## config.mk

```make
export PLATFORM = sky130hd
export DESIGN_NAME = mvu_wb_regs
export DESIGN_NICKNAME = d
export VERILOG_FILES = /design/src/common/mvu_cfg_pkg.sv /design/src/common/mvu_pipe_pkg.sv /design/src/verilog/mvu_wb_regs.sv
export VERILOG_INCLUDE_DIRS = /design/src /design/src/common
export SDC_FILE = /design/constraint.sdc
export NUM_CORES = 1
export LEC_CHECK = 0
export BUFFER_PORTS_ARGS = -buffer_cell sky130_fd_sc_hd__buf_2
export CORE_MARGIN = 2
export CORE_UTILIZATION = 45
export DETAILED_ROUTE_END_ITERATION = 12
export PLACE_DENSITY = 0.88
export RECOVER_POWER = 100
export SETUP_SLACK_MARGIN = 0.05
export SLEW_MARGIN = 10
export SYNTH_ARGS = -nofsm -noshare
export SYNTH_HDL_FRONTEND = slang
export SYNTH_SLANG_ARGS = --single-unit
```

## constraint.sdc

```tcl
create_clock -name intf -period 3.67 [get_ports intf]
set_clock_uncertainty 0.15 [all_clocks]
set_input_delay 0.5505 -clock intf [delete_from_list [all_inputs] [get_ports intf]]
set_output_delay 0.5505 -clock intf [all_outputs]
set_load 0.005 [all_outputs]
```

## src/common/mvu_defines.svh

```systemverilog
// Lane count, field widths, RAM depth and register offsets for the MVU
`ifndef MVU_DEFINES_SVH
`define MVU_DEFINES_SVH

`define MVU_N        4      // Lanes and output rows
`define MVU_BPREC    3      // Precision fields hold precision minus 1
`define MVU_BADDR    6      // RAM address width
`define MVU_DEPTH    64     // Words per RAM
`define MVU_BLEN     4      // Block count minus 1
`define MVU_BACC     16     // Lane accumulator
`define MVU_BSCALER  16
`define MVU_BQMSB    5      // Quantizer MSB index into the scaled product
`define MVU_OUTW     8      // Result field per lane
`define MVU_WB_AW    10     // Word address, top two bits select the region
`define MVU_WB_DW    32

`define MVU_REG_CTRL   0
`define MVU_REG_PREC   1
`define MVU_REG_LEN    2
`define MVU_REG_BASE   3
`define MVU_REG_SCALE  4

`endif

```

## src/common/mvu_cfg_pkg.sv

```systemverilog
// Job configuration struct, bus region enum and control/status bit positions
`default_nettype none

`include "mvu_defines.svh"

package mvu_cfg_pkg;

    typedef struct packed {
        logic [`MVU_BPREC-1:0]   wprec;          // Weight bits minus 1
        logic [`MVU_BPREC-1:0]   iprec;          // Input bits minus 1
        logic [`MVU_BPREC-1:0]   oprec;          // Result field bits minus 1
        logic                    w_signed;
        logic                    i_signed;
        logic [`MVU_BLEN-1:0]    len;            // Blocks minus 1
        logic [`MVU_BADDR-1:0]   wbase;
        logic [`MVU_BADDR-1:0]   ibase;
        logic [`MVU_BADDR-1:0]   obase;
        logic [`MVU_BSCALER-1:0] scaler_b;       // Unsigned multiplier
        logic [`MVU_BQMSB-1:0]   quant_msbidx;
    } job_cfg_t;

    typedef enum logic [1:0] {
        region_regs    = 2'd0,
        region_weights = 2'd1,
        region_inputs  = 2'd2,
        region_results = 2'd3
    } wb_region_e;

    localparam int ctrl_start_bit = 0;           // CTRL write
    localparam int ctrl_clear_bit = 1;
    localparam int stat_busy_bit  = 0;           // CTRL read
    localparam int stat_done_bit  = 1;

endpackage

`default_nettype wire

```

## src/common/mvu_pipe_pkg.sv

```systemverilog
// Memory word types and the payload structs passed between pipeline stages
`default_nettype none

`include "mvu_defines.svh"

package mvu_pipe_pkg;

    // Bit r*N+k is row r, lane k
    typedef logic [`MVU_N*`MVU_N-1:0] wword_t;

    typedef logic [`MVU_N-1:0] dword_t;          // One input bit plane

    typedef logic [`MVU_N*`MVU_OUTW-1:0] rword_t; // Lane r at bits r*OUTW upward

    typedef struct packed {
        logic                  valid;
        logic                  first;            // Restart the accumulators
        logic                  last;             // Hand the sums off
        logic [`MVU_BPREC:0]   shift;            // Weight bit plus input bit
        logic                  neg;              // Plane carries a signed MSB
    } plane_t;

    typedef struct packed {
        logic                              valid;
        logic [`MVU_N-1:0][`MVU_BACC-1:0]  sum;  // Two's complement lane sums
    } acc_t;

endpackage

`default_nettype wire

```

## src/verilog/mvu_wb_regs.sv

```systemverilog
// Wishbone classic slave with job configuration, control/status, irq and RAM access
`timescale 1ns/1ps
`default_nettype none

`include "mvu_defines.svh"

// Register layout
//   PREC  wprec [2:0], iprec [6:4], oprec [10:8], w_signed [12], i_signed [13]
//   LEN   len [3:0]
//   BASE  wbase [5:0], ibase [13:8], obase [21:16]
//   SCALE scaler_b [15:0], quant_msbidx [20:16]
module mvu_wb_regs (
    input  logic                   intf,
    input  logic                   rst_n,
    input  logic                   cyc,
    input  logic                   stb,
    input  logic                   we,
    input  logic [`MVU_WB_AW-1:0]  adr,
    input  logic [`MVU_WB_DW-1:0]  dat_w,
    output logic [`MVU_WB_DW-1:0]  dat_r,
    output logic                   ack,
    output logic                   irq,
    output mvu_cfg_pkg::job_cfg_t  cfg,
    output logic                   start,
    input  logic                   busy_done,
    output logic                   w_we,
    output logic                   d_we,
    output logic [`MVU_BADDR-1:0]  bus_waddr,
    output mvu_pipe_pkg::wword_t   bus_wword,
    output mvu_pipe_pkg::dword_t   bus_dword,
    output logic [`MVU_BADDR-1:0]  r_raddr,
    input  mvu_pipe_pkg::rword_t   r_rdata
);

    mvu_cfg_pkg::wb_region_e region;
    mvu_cfg_pkg::wb_region_e region_q;           // Steers dat_r in the ack cycle
    logic                    req;                // First cycle of an access
    logic                    reg_wr;
    logic                    ctrl_wr;
    logic [`MVU_BADDR-1:0]   off;
    logic [`MVU_WB_DW-1:0]   reg_rd;
    logic [`MVU_WB_DW-1:0]   reg_rd_q;
    logic                    busy;
    logic                    done;

    assign region  = mvu_cfg_pkg::wb_region_e'(adr[`MVU_WB_AW-1 -: 2]);
    assign off     = adr[`MVU_BADDR-1:0];
    assign req     = cyc & stb & ~ack;
    assign reg_wr  = req & we & (region == mvu_cfg_pkg::region_regs);
    assign ctrl_wr = reg_wr & (off == `MVU_REG_CTRL);

    // RAM loads are dropped while a job owns the data
    assign w_we      = req & we & ~busy & (region == mvu_cfg_pkg::region_weights);
    assign d_we      = req & we & ~busy & (region == mvu_cfg_pkg::region_inputs);
    assign bus_waddr = off;
    assign bus_wword = dat_w[$bits(mvu_pipe_pkg::wword_t)-1:0];
    assign bus_dword = dat_w[$bits(mvu_pipe_pkg::dword_t)-1:0];
    assign r_raddr   = off;

    always_comb begin
        reg_rd = '0;
        case (off)
            `MVU_REG_CTRL: begin
                reg_rd[mvu_cfg_pkg::stat_busy_bit] = busy;
                reg_rd[mvu_cfg_pkg::stat_done_bit] = done;
            end
            `MVU_REG_PREC:  reg_rd[13:0] = {cfg.i_signed, cfg.w_signed, 1'b0, cfg.oprec,
                                            1'b0, cfg.iprec, 1'b0, cfg.wprec};
            `MVU_REG_LEN:   reg_rd[3:0]  = cfg.len;
            `MVU_REG_BASE:  reg_rd[21:0] = {cfg.obase, 2'b00, cfg.ibase, 2'b00, cfg.wbase};
            `MVU_REG_SCALE: reg_rd[20:0] = {cfg.quant_msbidx, cfg.scaler_b};
            default:        reg_rd       = '0;
        endcase
    end

    assign dat_r = (region_q == mvu_cfg_pkg::region_results) ? r_rdata : reg_rd_q;

    always_ff @(posedge intf) begin
        region_q <= region;
        reg_rd_q <= reg_rd;
    end

    always_ff @(posedge intf) begin
        if (!rst_n) begin
            ack   <= 1'b0;
            start <= 1'b0;
            busy  <= 1'b0;
            done  <= 1'b0;
            irq   <= 1'b0;
            cfg   <= '0;
        end else begin
            ack   <= cyc & stb & ~ack;
            start <= ctrl_wr & dat_w[mvu_cfg_pkg::ctrl_start_bit] & ~busy & ~start;
            if (start) begin                     // New job drops the old status
                busy <= 1'b1;
                done <= 1'b0;
                irq  <= 1'b0;
            end else if (busy_done) begin
                busy <= 1'b0;
                done <= 1'b1;
                irq  <= 1'b1;
            end
            if (ctrl_wr && dat_w[mvu_cfg_pkg::ctrl_clear_bit]) begin
                done <= 1'b0;
                irq  <= 1'b0;
            end
            if (reg_wr && !busy) begin           // Configuration is frozen during a job
                case (off)
                    `MVU_REG_PREC: begin
                        cfg.wprec    <= dat_w[2:0];
                        cfg.iprec    <= dat_w[6:4];
                        cfg.oprec    <= dat_w[10:8];
                        cfg.w_signed <= dat_w[12];
                        cfg.i_signed <= dat_w[13];
                    end
                    `MVU_REG_LEN: cfg.len <= dat_w[3:0];
                    `MVU_REG_BASE: begin
                        cfg.wbase <= dat_w[5:0];
                        cfg.ibase <= dat_w[13:8];
                        cfg.obase <= dat_w[21:16];
                    end
                    `MVU_REG_SCALE: begin
                        cfg.scaler_b     <= dat_w[15:0];
                        cfg.quant_msbidx <= dat_w[20:16];
                    end
                    default: ;
                endcase
            end
        end
    end

endmodule

`default_nettype wire

```

==> out/metrics.cfg, run 1 <==
[final_layout]
multi_input_area_sq_um=1500
final_common_cell=buf_2
fill_cells=717
diodes=0
seq_area_sq_um=1640
nets=597
mostFrequentLayoutCells=buf_2, dfxtp_1, clkbuf_1, nand2_1, o21ai_0
syn_to_final_growth_pct=23.2
drive_above_1_share=0.343

[critical_path]
cp_max_fo=44
crit_family=buffers and inverters
endpoint_kind=register
crit_required_ps=3780
regToRegSetupSlack_ps=1100
slowest_stage=clkbuf_1
cpPeakStageDelay_ps=1080
crit_buf_inv=2
critical_path_class=input port to register
critPathLaunchType=input port
arrival_ps=3000
crit_chain=clkbuf_1 -> clkbuf_2 -> nand2_1 -> o21ai_0

[detailed_routing]
wl_per_cell_microns=15.4
drt-initial-drc-count=146
firstDrtPassIters=7
drc=0
postRouteAntennaNets=0
routed-via-count=3241
via_per_inst=5.19
routed_wl_microns=9630

[synthesis]
ys_seq_elements=82
synth_top_area_cell=dfxtp_1
synthTopCellsByArea=dfxtp_1, mux2i_1, mux2_2, buf_4, nand2_1
synth_top_family_by_area=simple AND/OR/NAND/NOR gates
synth_compound_gate_area_share=0.110
synth_adder_area_share=0
synth_xor_area_frac=0
synth_nets=448
synthMuxAreaShare=0.139
synth_warnings=0
ys_seq_area_frac=0.459
syn_avg_cell_area_sq_um=9.72
yosysTopAreaCellShare=0.459
ys_types=34
syn_inst=368
netlist_area_sq_um=3580
yosys.area_share.simple=0.184

[sta]
timing_hold_violations_final=0
period_share=0.787
fin_hold_ws_ps=237
fin_setup_tns_ps=0
maxSlewViolCount=37
period_minus_slack_ps=2890
setup_viol=0
clock.fmax_mhz=346
slew_headroom=-0.0198
grt_setup_unrepaired=no
tightest_slew_ps=1530

[status]
violations=max-capacitance violations, max-slew violations
outcome=finished with violations

[clock_network]
cts_tree=built
cts_max_path_buffers=2
cts_hold_repair.buffers=0
cts_setup_buffers=0
cts_inserted_buffers=9
cts-resized-gates=0
htree_levels=3
clock_latency_ps=340
cts-root-buf=clkbuf_8
cts.sinks=82
clkTransAtPathRegs_ps=90

[job]
drv_cap=1

[place]
hpwl_microns=7100
place.gp.congestion=0.781
portBuffers=190

[power_and_ir_drop]
ir_worst_vdd_mv=0.184
leakage_uw=0.00202
p_per_area_nw_per_um2=382

[grt]
grt_util_met3=0.0379
grt-busiest-layer=met2
antenna_found_initial=0
grt_usage=0.221
grt_pass1_vias=3066
grtUsageMet2=0.408
grt_remaining_overflow=0
grt_max_degree=45
grt_pass1_wl_microns=15100
grt_util_met1=0.258

[die]
die_w_microns=93.1
num_rows=32
chipHeight_microns=93.1
coreArea_sq_um=7730
start_util=0.463
dieArea_sq_um=8680
io_pins=203

[hold_path]
hold_path_class=input port to register

-- final cells by class --
type,instances,share of cell area
repair buffers,196,0.206
well taps,102,0.0290
multi-input cells,220,0.340
clock inverters,6,0.0145
clock buffers,10,0.0312
inverters,8,0.00681
flip-flops and latches,82,0.373
-- Yosys cell counts --
cell type / instances
buf_6: 2
clkbuf_1: 17
nor2_1: 2
nand4_1: 1
buf_2: 2
buf_4: 32
nand4b_1: 1
inv_1: 8
buf_1: 5
nand3_1: 21
o21a_1: 1
and4b_1: 2
nand2_1: 53
a31oi_1: 1
or4b_4: 1
and3_1: 13
dfxtp_1: 82
nor3_1: 4
a222oi_1: 11
mux2_2: 22
a22o_1: 7
nor4b_1: 2
or4_4: 1
nor4_1: 1
o21ai_2: 11
o21ai_0: 19
a22oi_1: 2
nand2b_1: 1
nor4bb_1: 1
and2_1: 5
mux2i_1: 25
nand3_2: 9
nor3b_2: 1
nor2b_1: 2
-- power breakdown --
group	switching, uW	internal, uW
combinational	70.2	62.9
sequential	3.60	891
clock	320	333
total	394	1290
-- flip-flops by register name (all words and copies together) (netlist names) --
register	cells
reg_rd_q	22
busy	1
cfg	54
region_q	2
start	1
ack	1
done	1
-- worst reg2reg max path, stage by stage (launching register included) --
cell	delay, ps
dfxtp_1	370
nor3_1	440
nand4_1	670
clkbuf_1	500
nand3_1	200
o21ai_0	100
-- kinds of logic (layout without fill, tap and decap cells) --
logic type	count (synthesis)	count (layout)
and+or+nand+nor	121	121
DFF	82	82
buffers and inverters	66	220
AOI/OAI and AO/OA	52	52
muxes	47	47
-- per-stage QoR --
| step | util | cell area (sq um) | instances | setup slack [ps] | power [uW] |
|---|---|---|---|---|---|
| 2_1_floorplan | - | 3580 | 368 | 1450 | 997 |
| 3_3_place_gp | 0.564 | 4360 | 608 | 1020 | 1050 |
| 3_5_place_dp | 0.564 | 4360 | 608 | 912 | 1060 |
| 4_1_cts | 0.590 | 4560 | 624 | 764 | 1710 |
| 5_1_grt | 0.570 | 4410 | 624 | 406 | 1750 |
| 6_report | 0.570 | 4410 | 624 | 782 | 1680 |
-- layer usage --
metal  share of wire  wire length, microns  vias to the layer above
met2            0.53                  5110                      139
met1            0.40                  3850                     1533
met4          0.0093                    90                        0
met3           0.060                   580                        8
li1                -                     -                     1561
met5               0                     0                        -
-- path summary, 6_finish.rpt --
kind	start	end	depth (start not counted)
min	adr[9]	region_q[1]$_DFF_P_	1
max reg2reg	busy$_SDFFE_PN0P_	cfg[33]$_SDFFE_PN0P_	5
max	rst_n	cfg[53]$_SDFFE_PN0P_	4
min reg2reg	cfg[35]$_SDFFE_PN0P_	reg_rd_q[2]$_DFF_P_	2
Power figures use the tool's default switching activity.
==> run 2: changes to the inputs <==
CORE_UTILIZATION = 40   (was 45)
PLACE_DENSITY = 0.83   (was 0.88)
clock period = 2.6 ns   (was 3.67 ns; I/O delays follow)
==> run 2 against run 1 <==
The run now ends clean. Cell count up 2.1%. Count of clock-buffer cells in the layout up 1. Sequential power up 41%. Die area up 12%. Clock power up 46%. Largest cell class unchanged. Highest routed layer unchanged.
==> out/metrics.cfg, run 2 (synthesized netlist as in run 1, its figures left out) <==
[power_and_ir_drop]
leakage_uw=0.00205  ; was 0.00202 uW
power_frac_seq=0.523  ; was 0.532
ir_worst_vdd_mv=0.462  ; was 0.184 mV
p_sw_uw=563  ; was 394 uW
combPwrFrac=0.080  ; was 0.079
p_int_uw=1850  ; was 1290 uW
finalPower_uw=2410  ; was 1680 uW
p_clk_frac=0.396  ; was 0.388
p_per_area_nw_per_um2=541  ; was 382 nW/um^2
p_sw_frac=0.233  ; was 0.234

[critical_path]
endpoint_kind=output pin  ; was register
slowest_stage=dfxtp_1  ; was clkbuf_1
cpPeakStageDelay_ps=470  ; was 1080 ps
crit_chain=nand2_1 -> clkbuf_2 -> mux2_1 -> buf_2  ; was clkbuf_1 -> clkbuf_2 -> nand2_1 -> o21ai_0
cp_max_fo=11  ; was 44
crit_required_ps=2060  ; was 3780 ps
startpoint=region_q[0]$_DFF_P_  ; was rst_n
crit_buf_inv=2  ; unchanged
critical_path_class=register to output pin  ; was input port to register
crit_family=flip-flops  ; was buffers and inverters
r2r-start=busy$_SDFFE_PN0P_  ; unchanged
critPathLaunchType=register  ; was input port
arrival_ps=1720  ; was 3000 ps

[grt]
antenna_found_initial=0  ; unchanged
grt_max_degree=45  ; unchanged
grt_remaining_overflow=0  ; unchanged
grt_pass1_wl_microns=15200  ; was 15100 microns
grt_usage=0.195  ; was 0.221
grt_pass1_vias=3086  ; was 3066

[die]
io_pins=203  ; unchanged
start_util=0.412  ; was 0.463
dieArea_sq_um=9710  ; was 8680 sq um
coreArea_sq_um=8680  ; was 7730 sq um
chipHeight_microns=98.6  ; was 93.1 microns
num_rows=34  ; was 32
die_w_microns=98.6  ; was 93.1 microns

[sta]
timing_hold_violations_final=0  ; unchanged
grt_setup_unrepaired=no  ; unchanged
finalWorstSetupSlack_ps=341  ; was 782 ps
maxSlewViolCount=0  ; was 37
setup_viol=0  ; unchanged
period_minus_slack_ps=2260
tightest_slew_ps=1190  ; was 1530 ps
fin_setup_tns_ps=0  ; unchanged
fin_hold_ws_ps=82.3  ; was 237 ps
slew_headroom=0.210  ; was -0.0198
clock.fmax_mhz=443
period_share=0.869

[clock_network]
clock_latency_ps=340  ; about the same
cts-root-buf=clkbuf_8  ; unchanged
cts_hold_repair.buffers=0  ; unchanged
cts.sinks=82  ; unchanged
clkTransAtPathRegs_ps=80  ; was 90 ps
cts-resized-gates=0  ; unchanged
cts_setup_buffers=0  ; unchanged
cts_max_path_buffers=2  ; unchanged
htree_levels=3  ; unchanged
cts_tree=built  ; unchanged
cts_inserted_buffers=9  ; unchanged

[detailed_routing]
wl_per_cell_microns=15.4  ; about the same
routed_wl_microns=9810  ; was 9630 microns
drt-initial-drc-count=171  ; was 146
drc=0  ; unchanged
routed-via-count=3263  ; was 3241
postRouteAntennaNets=0  ; unchanged
via_per_inst=5.12  ; was 5.19
firstDrtPassIters=4  ; was 7

[final_layout]
largest_reg_flops=54  ; unchanged
fill_cells=839  ; was 717
largest_register=cfg  ; unchanged
instances_no_fill=637  ; was 624
final_common_cell=buf_2  ; unchanged
syn_to_final_growth_pct=24.7  ; was 23.2%
largestRegisters=cfg (54), reg_rd_q (22), region_q (2)  ; unchanged
mostFrequentLayoutCells=buf_2, dfxtp_1, clkbuf_1, nand2_1, nand3_1  ; was buf_2, dfxtp_1, clkbuf_1, nand2_1, o21ai_0
diodes=0  ; unchanged
drive_above_1_share=0.338  ; was 0.343
nets=604  ; was 597

[place]
place.gp.congestion=0.765  ; was 0.781
dpl_worst_slack_ps=188  ; was 912 ps
dp.cells=621  ; was 608
portBuffers=190  ; unchanged
hpwl_microns=7240  ; was 7100 microns

[status]
outcome=finished clean  ; was finished with violations

[hold_path]
hold_path_class=input port to register  ; unchanged
worstHoldStart=adr[9]  ; unchanged

[job]
drv_cap=0  ; was 1

==> run 2: power groups by stage <==
stage | clock [uW] | combinational [uW] | sequential, uW
3_5_place_dp | 0 | 205 | 1290
5_1_grt | 1030 | 213 | 1260
3_3_place_gp | 0 | 198 | 1290
6_report | 956 | 194 | 1260
2_1_floorplan | 0 | 117 | 1290
4_1_cts | 983 | 206 | 1260
==> run 2: layout make-up <==
cell class / instances / area, sq um / area share
timing repair buffer: 203 / 946 / 0.212
clock inverter: 5 / 62.6 / 0.0140
multi-input combinational: 220 / 1490 / 0.335
clock buffer: 11 / 151 / 0.0340
inverter: 8 / 30.0 / 0.00673
sequential: 82 / 1640 / 0.368
tap: 108 / 135 / 0.0303
==> run 2: worst reg2reg max path, stage by stage (launching register included) <==
cell and delay, ps:
dfxtp_1 370, nor3_1 430, and3_1 240, clkbuf_1 690, mux2i_1 280
==> run 2: worst paths after layout <==
kind / depth (start not counted) / slack (ps) / end
hold reg to reg: 2 / 320 / reg_rd_q[2]$_DFF_P_
setup reg to reg: 4 / 370 / cfg[14]$_SDFFE_PN0P_
hold / removal: 1 / 80 / region_q[1]$_DFF_P_
setup / recovery: 4 / 340 / dat_r[0]
==> run 2: per-stage QoR <==
step / instance area, sq um / util
floorplan: 3580 / -
global placement: 4420 / 0.509
detailed placement: 4420 / 0.509
CTS: 4630 / 0.534
global route: 4460 / 0.514
finish: 4460 / 0.514
==> run 2: routing by layer <==
| metal | up-vias | share of wire | GRT usage |
|---|---|---|---|
| met5 | - | 0 | 0 |
| met4 | 0 | 0.018 | 0.0790 |
| met3 | 17 | 0.060 | 0.0355 |
| met2 | 124 | 0.51 | 0.349 |
| met1 | 1543 | 0.42 | 0.229 |
| li1 | 1579 | - | - |
